<file path="config.mk">
export PLATFORM = sky130hd
export DESIGN_NAME = snake_frame_top
export DESIGN_NICKNAME = d
export VERILOG_FILES = /design/src/hdl/snake_pkg.sv /design/src/hdl/apple_locator.sv /design/src/hdl/frame_tracker.sv /design/src/hdl/snake_body_map.sv /design/src/hdl/snake_frame_top.sv
export SDC_FILE = /design/constraint.sdc
export NUM_CORES = 2
export LEC_CHECK = 0
export BUFFER_PORTS_ARGS = -buffer_cell sky130_fd_sc_hd__buf_2
export CAP_MARGIN = 20
export CELL_PAD_IN_SITES_DETAIL_PLACEMENT = 0
export CELL_PAD_IN_SITES_GLOBAL_PLACEMENT = 1
export CORE_MARGIN = 4
export CORE_UTILIZATION = 30
export CTS_CLUSTER_DIAMETER = 60
export DETAILED_ROUTE_END_ITERATION = 7
export GPL_TIMING_DRIVEN = 0
export PLACE_DENSITY_LB_ADDON = 0.2
export SLEW_MARGIN = 20
export SYNTH_ARGS = -nofsm -noshare
export SYNTH_HDL_FRONTEND = slang
export SYNTH_HIERARCHICAL = 1
export SYNTH_SLANG_ARGS = --single-unit
</file>
<file path="constraint.sdc">
create_clock -name clk -period 7.9 [get_ports clk]
set_input_delay 1.185 -clock clk [delete_from_list [all_inputs] [get_ports clk]]
set_output_delay 1.185 -clock clk [all_outputs]
set_load 0.05 [all_outputs]
</file>
<file path="src/hdl/snake_pkg.sv">
package snake_pkg;

    // ----------------------------------------------------------------------
    // Grid coordinates
    // ----------------------------------------------------------------------

    // One word width serves both x and y, so grids up to 16 by 16 fit.
    localparam int coord_w = 4;

    // ----------------------------------------------------------------------
    // Tile contents as reported to the display painter
    // ----------------------------------------------------------------------

    typedef enum logic [2:0] {
        blank      = 3'd0,
        snake_head = 3'd1,
        snake_body = 3'd2,
        apple_c    = 3'd3,
        border_c   = 3'd4
    } obj_code_t;

    // ----------------------------------------------------------------------
    // Map commands from the game controller
    // ----------------------------------------------------------------------

    // Each command carries one tile coordinate and takes effect at the next
    // rising clock edge.
    typedef enum logic [2:0] {
        cmd_none        = 3'd0,
        cmd_set_body    = 3'd1,  // Mark a body segment.
        cmd_clear_body  = 3'd2,  // Remove a body segment.
        cmd_move_head   = 3'd3,  // Put the head on a tile.
        cmd_place_apple = 3'd4   // Put the apple on a tile.
    } map_cmd_t;

endpackage

</file>
<file path="src/hdl/apple_locator.sv">
`timescale 1ns/100ps

module apple_locator #(
    parameter int grid_w = 16,
    parameter int grid_h = 12
) (
    input  logic                          clk,
    input  logic                          nrst,
    input  snake_pkg::map_cmd_t           cmd,
    input  logic [snake_pkg::coord_w-1:0] cmd_x,
    input  logic [snake_pkg::coord_w-1:0] cmd_y,
    input  logic [snake_pkg::coord_w-1:0] scan_x,
    input  logic [snake_pkg::coord_w-1:0] scan_y,
    output logic                          apple,
    output logic                          border
);

    import snake_pkg::*;

    logic [coord_w-1:0] apple_x;
    logic [coord_w-1:0] apple_y;
    logic               apple_valid;

    // ----------------------------------------------------------------------
    // Apple position
    // ----------------------------------------------------------------------

    always_ff @(posedge clk, negedge nrst) begin
        if (!nrst) begin
            apple_valid <= 1'b0;
        end
        else if (cmd == cmd_place_apple) begin
            apple_valid <= 1'b1;  // Stays set, a new apple just moves it.
        end
    end

    always_ff @(posedge clk) begin
        if (cmd == cmd_place_apple) begin
            apple_x <= cmd_x;
            apple_y <= cmd_y;
        end
    end

    assign apple = apple_valid && (apple_x == scan_x) && (apple_y == scan_y);

    // ----------------------------------------------------------------------
    // Border test
    // ----------------------------------------------------------------------

    // The wall is the outermost ring of tiles and never moves.
    assign border = (scan_x == '0) ||
                    (scan_y == '0) ||
                    (scan_x == coord_w'(grid_w - 1)) ||
                    (scan_y == coord_w'(grid_h - 1));

endmodule

</file>
<file path="src/hdl/frame_tracker.sv">
`timescale 1ns/100ps

module frame_tracker #(
    parameter int grid_w = 16,
    parameter int grid_h = 12
) (
    input  logic                          clk,
    input  logic                          nrst,
    input  logic                          enable,
    input  logic                          body,
    input  logic                          head,
    input  logic                          apple,
    input  logic                          border,
    output logic [snake_pkg::coord_w-1:0] scan_x,
    output logic [snake_pkg::coord_w-1:0] scan_y,
    output snake_pkg::obj_code_t          obj_code,
    output logic                          diff
);

    import snake_pkg::*;

    // Last code reported for every tile, indexed by row, then column.
    obj_code_t frame [grid_h][grid_w];

    obj_code_t stored;
    obj_code_t cur_obj;
    logic      last_x;
    logic      last_y;

    assign last_x = (scan_x == coord_w'(grid_w - 1));
    assign last_y = (scan_y == coord_w'(grid_h - 1));

    // ----------------------------------------------------------------------
    // Raster scan
    // ----------------------------------------------------------------------

    // x runs first; the scan wraps to the top left after the last tile.
    always_ff @(posedge clk, negedge nrst) begin
        if (!nrst) begin
            scan_x <= '0;
            scan_y <= '0;
        end
        else if (enable) begin
            if (last_x) begin
                scan_x <= '0;
                scan_y <= last_y ? '0 : scan_y + 1'b1;
            end
            else begin
                scan_x <= scan_x + 1'b1;
            end
        end
    end

    // ----------------------------------------------------------------------
    // Object priority and diff
    // ----------------------------------------------------------------------

    always_comb begin
        if (border) begin
            cur_obj = border_c;
        end
        else if (body) begin
            cur_obj = snake_body;  // Body wins over a head on the same tile.
        end
        else if (head) begin
            cur_obj = snake_head;
        end
        else if (apple) begin
            cur_obj = apple_c;
        end
        else begin
            cur_obj = blank;
        end
    end

    assign stored   = frame[scan_y][scan_x];
    assign obj_code = cur_obj;
    assign diff     = (cur_obj != stored);

    // ----------------------------------------------------------------------
    // Stored frame
    // ----------------------------------------------------------------------

    // An enabled edge commits the current object, so the painter and the
    // stored frame agree on this tile from then on.
    always_ff @(posedge clk, negedge nrst) begin
        if (!nrst) begin
            for (int r = 0; r < grid_h; r++) begin
                for (int c = 0; c < grid_w; c++) begin
                    frame[r][c] <= blank;
                end
            end
        end
        else if (enable) begin
            frame[scan_y][scan_x] <= cur_obj;
        end
    end

    // The wall comes from the apple locator and must sit on the edge of the
    // grid that this scan walks, or edge tiles would show map objects.
    a_border_on_edge : assert property (
        @(posedge clk) disable iff (!nrst)
        border == ((scan_x == '0) || (scan_y == '0) || last_x || last_y)
    ) else $error("border input disagrees with the edge of the scanned grid");

endmodule

</file>
<file path="src/hdl/snake_body_map.sv">
`timescale 1ns/100ps

module snake_body_map #(
    parameter int grid_w = 16,
    parameter int grid_h = 12
) (
    input  logic                          clk,
    input  logic                          nrst,
    input  snake_pkg::map_cmd_t           cmd,
    input  logic [snake_pkg::coord_w-1:0] cmd_x,
    input  logic [snake_pkg::coord_w-1:0] cmd_y,
    input  logic [snake_pkg::coord_w-1:0] scan_x,
    input  logic [snake_pkg::coord_w-1:0] scan_y,
    output logic                          body,
    output logic                          head
);

    import snake_pkg::*;

    logic [grid_h-1:0][grid_w-1:0] segs;  // One bit per tile, row major.
    logic [coord_w-1:0]            head_x;
    logic [coord_w-1:0]            head_y;
    logic                          head_valid;
    logic                          cmd_in_grid;
    logic                          scan_in_grid;

    assign cmd_in_grid  = (int'(cmd_x) < grid_w) && (int'(cmd_y) < grid_h);
    assign scan_in_grid = (int'(scan_x) < grid_w) && (int'(scan_y) < grid_h);

    // ----------------------------------------------------------------------
    // Segment bitmap and head flag
    // ----------------------------------------------------------------------

    always_ff @(posedge clk, negedge nrst) begin
        if (!nrst) begin
            segs       <= '0;
            head_valid <= 1'b0;  // No snake on the board until placed.
        end
        else if (cmd_in_grid) begin
            case (cmd)
                cmd_set_body:   segs[cmd_y][cmd_x] <= 1'b1;
                cmd_clear_body: segs[cmd_y][cmd_x] <= 1'b0;
                cmd_move_head:  head_valid <= 1'b1;
                default: ;
            endcase
        end
    end

    // The head position only matters once head_valid is set.
    always_ff @(posedge clk) begin
        if (cmd == cmd_move_head && cmd_in_grid) begin
            head_x <= cmd_x;
            head_y <= cmd_y;
        end
    end

    // ----------------------------------------------------------------------
    // Lookup at the scan tile
    // ----------------------------------------------------------------------

    // Both answers are combinational, so the tracker sees the map as it
    // stood after the last clock edge.
    assign body = scan_in_grid && segs[scan_y][scan_x];
    assign head = head_valid && (head_x == scan_x) && (head_y == scan_y);

    // The controller must keep every map command on the grid. A stray
    // coordinate would otherwise be dropped without notice.
    a_cmd_in_grid : assert property (
        @(posedge clk) disable iff (!nrst)
        (cmd != cmd_none) |-> cmd_in_grid
    ) else $error("map command outside the %0d by %0d grid", grid_w, grid_h);

endmodule

</file>
<file path="src/hdl/snake_frame_top.sv">
`timescale 1ns/100ps

module snake_frame_top #(
    parameter int grid_w = 16,
    parameter int grid_h = 12
) (
    input  logic                          clk,
    input  logic                          nrst,
    input  snake_pkg::map_cmd_t           cmd,
    input  logic [snake_pkg::coord_w-1:0] cmd_x,
    input  logic [snake_pkg::coord_w-1:0] cmd_y,
    input  logic                          enable,
    output snake_pkg::obj_code_t          obj_code,
    output logic [snake_pkg::coord_w-1:0] x,
    output logic [snake_pkg::coord_w-1:0] y,
    output logic                          diff
);

    // Lookup answers for the tile under the scan.
    logic body;
    logic head;
    logic apple;
    logic border;

    // ----------------------------------------------------------------------
    // Map parts
    // ----------------------------------------------------------------------

    // Both parts see every command and pick out their own opcodes. The scan
    // position leaves the tracker as x and y and doubles as the lookup tile.
    snake_body_map #(
        .grid_w (grid_w),
        .grid_h (grid_h)
    ) u_body_map (
        .clk    (clk),
        .nrst   (nrst),
        .cmd    (cmd),
        .cmd_x  (cmd_x),
        .cmd_y  (cmd_y),
        .scan_x (x),
        .scan_y (y),
        .body   (body),
        .head   (head)
    );

    apple_locator #(
        .grid_w (grid_w),
        .grid_h (grid_h)
    ) u_apple_locator (
        .clk    (clk),
        .nrst   (nrst),
        .cmd    (cmd),
        .cmd_x  (cmd_x),
        .cmd_y  (cmd_y),
        .scan_x (x),
        .scan_y (y),
        .apple  (apple),
        .border (border)
    );

    // ----------------------------------------------------------------------
    // Scanner and change reporting
    // ----------------------------------------------------------------------

    frame_tracker #(
        .grid_w (grid_w),
        .grid_h (grid_h)
    ) u_frame_tracker (
        .clk      (clk),
        .nrst     (nrst),
        .enable   (enable),
        .body     (body),
        .head     (head),
        .apple    (apple),
        .border   (border),
        .scan_x   (x),
        .scan_y   (y),
        .obj_code (obj_code),
        .diff     (diff)
    );

endmodule

</file>
# Yosys cells after proc, flatten, opt, wreduce, memory -nomap -nowiden
# Cells that the tools add are included.
op_classes:
  n_addsub: 2
  order_cmp: 12
  eq_ne: 11
  mux: 26
  bitwise: 5
  n_reduce_logical: 19
op_table:
  columns: ["operator", "n"]
  rows:
  - ["bitwise mux 576 bit", 1]
  - ["one-hot mux 192 bit (2 select lines)", 1]
  - ["bitwise AND 192 bit", 1]
  - ["binary-select mux 48 bit (select 4 bit)", 1]
  - ["demux 48 bit (select 4 bit)", 1]
  - ["inverter 192 bit", 1]
  - ["OR 192 bit", 1]
  - ["two-way mux 48 bit", 3]
  - ["binary-select mux 16 bit (select 4 bit)", 1]
  - ["demux 16 bit (select 4 bit)", 1]
  - ["two-way mux 16 bit", 2]
  - ["less-than comparator 4 x 5 -> 1 bit (second input constant)", 4]
  - ["two-way mux 3 bit", 6]
  - ["== test 4 bit", 4]
  - ["binary-select mux 3 bit (select 4 bit)", 1]
  - ["demux 3 bit (select 4 bit)", 1]
  - [">= comparator 5 bit (second input constant)", 2]
  - ["logical AND 1 bit", 10]
  - ["less-than comparator 5 x 1 -> 1 bit (second input constant)", 2]
  - ["inverter 4 -> 5 bit", 2]
  - ["adder 4 x 1 -> 4 bit (second input constant)", 2]
  - ["== test 4 bit (second input constant)", 2]
  - [">= comparator 4 x 1 -> 1 bit (second input constant)", 2]
  - ["zero test 4 bit", 2]
  - ["other kinds (13)", 21]
word_totals:
  reg_bits: 794
  input_bits: 14
  output_inout_bits: 12
  elab_cells: 287

# Depth between registers and ports, before layout
logic_depth:
  ltp_word: 9
  ltp_mapped: 16

# Hierarchy
# The synthesis kept the hierarchy.
by_module_without_submodules:
  columns: ["mod", "n_inst", "cells_per_inst", "area_each_um2", "seq_area_each_um2"]
  rows:
  - ["frame_tracker", 1, 2298, 27463.8, 14614.0]
  - ["snake_body_map", 1, 947, 9730.6, 5069.9]
  - ["apple_locator", 1, 29, 405.4, 265.3]

# Worst setup path after synthesis
# No wires, ideal clock.
synth_timing:
  path_kind: "reg-to-output"
  from: "register u_frame_tracker/scan_y[1] (netlist name)"
  to: "output port diff"
  arrival_ns: 3.548
  required_time_ns: 6.715
  path_slack_ns: 3.167
  path_stages_with_launch: 16
  n_path_buf: 4
  cell_sequence: "dfrtp_1 buf_2 buf_4 buf_4 mux4_2 o2111ai_1 o21ai_1 o32ai_1 o22ai_1 nor2_1 o21ai_1 clkinv_1 clkbuf_1 nor2_1 mux2i_1 nand4_1"
synth_via:
  elab_chain_cells: 8
  word_cells_on_any_way: 27
  cone_classes: "order compare: 1; eq/ne: 4; mux: 14; bitwise: 1; reduce/logical: 7"
synth_lines:
  columns: ["item", "line", "text"]
  rows:
  - ["from (decl)", "frame_tracker.sv:15", "output logic [snake_pkg::coord_w-1:0] scan_y,"]
  - ["from (signal assigned)", "frame_tracker.sv:46", "scan_y <= last_y ? '0 : scan_y + 1'b1;"]
  - ["binary-select mux 16 bit (select 4 bit)", "snake_body_map.sv:63", "assign body = scan_in_grid && segs[scan_y][scan_x];"]
  - ["two-way mux 16 bit (implied by the code)", "snake_body_map.sv:63", null]
  - ["binary-select mux 1 bit (select 4 bit)", "snake_body_map.sv:63", null]
  - ["two-way mux 1 bit (implied by the code)", "snake_body_map.sv:63", null]
  - ["logical AND 1 bit (*)", "snake_body_map.sv:63", null]
  - ["named net body", "snake_frame_top.sv:20", "logic body;"]
  - ["two-way mux 3 bit (*)", "frame_tracker.sv:62", "else if (body) begin"]
  - ["two-way mux 3 bit (*)", "frame_tracker.sv:59", "if (border) begin"]
  - ["!= test 3 bit (*)", "frame_tracker.sv:78", "assign diff = (cur_obj != stored);"]
  - ["to (decl)", "snake_frame_top.sv:16", "output logic diff"]
# Mark *: on every way through the listed nets, which the timed path passes. The rest lies on a longest branch. The select of a mux whose other input is x is not followed.

# Worst setup path in the final report
layout_timing:
  from: "register u_frame_tracker/scan_x[0] (netlist name)"
  to: "output port diff"
layout_via:
  word_cells_on_any_way: 23
  cone_classes: "eq/ne: 4; mux: 9; bitwise: 1; reduce/logical: 9"
layout_lines:
  columns: ["item", "line", "text"]
  rows:
  - ["from (decl)", "frame_tracker.sv:14", "output logic [snake_pkg::coord_w-1:0] scan_x,"]
  - ["from (signal assigned)", "frame_tracker.sv:49", "scan_x <= scan_x + 1'b1;"]
  - ["binary-select mux 1 bit (select 4 bit)", "snake_body_map.sv:63", null]
  - ["two-way mux 1 bit (implied by the code)", "snake_body_map.sv:63", null]
  - ["logical AND 1 bit", "snake_body_map.sv:63", null]
  - ["named net body", "snake_frame_top.sv:20", null]
  - ["two-way mux 3 bit", "frame_tracker.sv:62", null]
  - ["two-way mux 3 bit", "frame_tracker.sv:59", null]
  - ["!= test 3 bit", "frame_tracker.sv:78", null]
# The timed path passes the listed nets, and every way through them passes these cells. The select of a mux whose other input is x is not followed.

==> flow_summary.yaml <==
status:
  outcome: "finished, final reports clean"
clock_tree:
  postCtsHoldBufs: 0
  insertion_delay_ps: 720
  clockBufferDepth: 3
  numCtsBuffers: 102
  cts_tree: "yes"
  cts.sinks: 794
  clkTransAtPathRegs_ps: 60
  ctsHtreeMaxLevel: 3
  clock-root-buffer: "clkbuf_16"
critical_path:
  start_kind: "flip-flop"
  crit_chain: "buf_2 -> clkinv_1 -> mux2i_1 -> a2111oi_0 -> o22ai_1 -> o22ai_1 -> nor2_1 -> o21ai_1 -> clkinv_2 -> clkbuf_1 -> nor2_1 -> mux2i_1 -> nand4_1 -> buf_2"
  crit_arrival_ps: 6630
  path_delay_family: "buffers and inverters"
  critical_path.max_stage_delay_ps: 840
  cp_max_fo: 11
  critPathLaunch: "u_frame_tracker/scan_x[0]$_DFFE_PN0P_"
  crit_path_top_delay_cell: "dfrtp_1"
  crit_path_end_kind: "output pin"
  worstPathRequired_ps: 6710
  critical_path_buf_inv_count: 5
  path_class: "reg -> out"
  r2r_start: "u_frame_tracker/scan_x[0]$_DFFE_PN0P_"
grt:
  grt_pass1_vias: 29300
  overflow: 0
  grt_pass1_wl_um: 235000
  grt_usage_pct: 25.2
  antenna_found_initial: 7
  grt_max_degree: 131
timing:
  layout_setup_ws_ps: 89.2
  worst_pin_slew_ps: 1200
  setup_viol: 0
  hold_ws_ps: 398
  drv_slew: 0
  slew_headroom_pct: 19.8
  skew_ps: 27.3
  fmax_ghz: 0.128
  post-route-min-period_ps: 7810
  hold_viol_final: 0
  fin_crit_sh_pct: 98.9
  rsz0062_at_grt: "no"
route:
  drt_iter0_markers: 3170
  ant_nets: 0
  finalWirelength_um: 167000
  vias: 29300
  viasPerCell: 5.70
  drc: 0
  drt_first_pass_iters: 6
  wl_per_cell_um: 32.4
cells_and_area:
  finalNetCount: 3434
  instances_no_fill: 5136
  final_common_cell: "dfrtp_1"
  final_cell_mix: "dfrtp_1 (778), mux2_2 (390), nand2_1 (371), o21ai_0 (235), a21oi_1 (232)"
  fin_area_um2: 43600
  syn_to_final_growth_pct: 16.1
  drive_gt1_share_pct: 23.3
power_and_ir_drop:
  leakage_nw: 19.3
  peakVddDrop_mv: 0.241
  cellPowerDensity_nw_per_um2: 356
die:
  num_rows: 129
  start_util_pct: 30.3
  core_area_um2: 124000
  ios: 26
  die_area_um2: 131000
  dieHeight_um: 362
  chipWidth_um: 362
placement:
  io_buffers: 25
  postPlaceCellArea_um2: 40000
  dp_hpwl_um: 115000
  dp.cells: 4945
  gp_congestion: 0.937
  dp_slack_ps: 497
yosys:
  synth.yosys.warnings: 6
  synthArstFlopShare_pct: 98.0
  ys_ff_latch: 794
  synth_cell_types: 78
  yosys_most_used_dff: "dfrtp_1"
  synth_edf_count: 16
  syn_inst: 3274
  ys_seq_area_share_pct: 53.1
  synth.cell_area_um2: 37600
  syn-num-nets: 3296
  synth_area_per_cell_um2: 11.5
hold_path:
  min_path_type: "in -> async"
run:
  max_cap_viol_count: 0
[through the flow]
step                      setup TNS [ps]  utilization (%)  power, mW
after floorplan                        0                -       7.47
after global placement          -9721650             32.0       10.5
after detailed placement               0             32.2       10.5
after CTS                              0             35.1       15.6
after global routing                   0             35.2       15.9
final                                  0             35.2       15.5
[final cells by class]
class                   count  area [um^2]
diodes                      1         2.50
inverters                  16         61.3
plain buffers             276         1350
flip-flops and latches    794        19900
repair buffers             34          335
clock inverters            56          678
multi-input cells        2188        16300
fillers                 12500        80500
clock buffers             134         2960
well taps                1637         2050
[per-layer routing]
metal  share of wire (%)  GRT usage, %  vias to the layer above
li1                    -             -                    12300
met1                  44          34.9                    15500
met2                  46          39.8                     1158
met3                 6.7          4.62                      300
met4                 3.4          8.08                        2
met5              0.0078             0                        -
[cells in the mapped netlist (9+ instances only)]
cell	number	area, um^2
dfrtp_1	778	19500
mux2_2	390	4390
nand2_1	371	1390
o21ai_0	235	1180
a21oi_1	232	1160
a31oi_1	199	1240
clkbuf_1	170	638
mux2i_1	140	1400
nor2_1	135	507
mux4_2	83	1870
buf_2	50	250
buf_4	35	263
a22oi_1	30	225
nand3_1	24	120
nand2b_1	23	144
o22ai_1	23	144
o221ai_1	21	184
and2_1	19	119
nor2b_1	19	119
mux2_1	17	191
nor3_1	17	85.1
buf_6	16	180
edfxtp_1	16	480
a211oi_1	15	113
a221oi_1	14	123
xnor2_1	14	123
inv_1	12	45.0
o21ai_1	11	55.1
o2bb2ai_1	9	78.8
[where the power goes]
group / internal (mW) / switching [mW]
registers: 4.36 / 0.284
logic: 1.46 / 4.41
clock network: 3.04 / 1.97
total: 8.86 / 6.67
[worst reg2reg max path, cell delays in order, from the launching register on]
cell	delay, ps
dfrtp_1	840
buf_2	470
clkinv_1	500
mux2i_1	290
a2111oi_0	720
o22ai_1	220
o22ai_1	440
nor2_1	70
o21ai_1	620
clkbuf_1	680
clkbuf_1	900
o21ai_0	250
[final timing paths]
path	slack (ps)	end	cells past startpoint
min	400	u_frame_tracker/frame[509]$_DFFE_PN0P_	1
min reg2reg	480	u_frame_tracker/frame[52]$_DFFE_PN0P_	2
max reg2reg	1730	u_frame_tracker/frame[384]$_DFFE_PN0P_	11
min in group clk	480	u_frame_tracker/frame[52]$_DFFE_PN0P_	2
max in group asynchronous	5460	u_frame_tracker/frame[341]$_DFFE_PN0P_	4
max	90	diff	14
[what timing repair did]
action	CTS	global route
buffers inserted	0	0
setup endpoints to repair	2	0
gates resized for setup	3	0
[kinds of logic (layout without fill, tap and decap cells)]
| group | count (synthesis) | in the layout | share of synthesized area, % |
|---|---|---|---|
| fa+ha+maj | 8 | 8 | 0.266 |
| xor+xnor | 21 | 21 | 0.489 |
| mux | 630 | 630 | 20.9 |
| other cells | 0 | 1 | 0 |
| flops | 794 | 794 | 53.1 |
| buf+inv | 292 | 516 | 3.75 |
| compound gates | 859 | 859 | 13.7 |
| simple gates | 670 | 670 | 7.88 |
No activity file was read; power rests on OpenSTA's default activity.
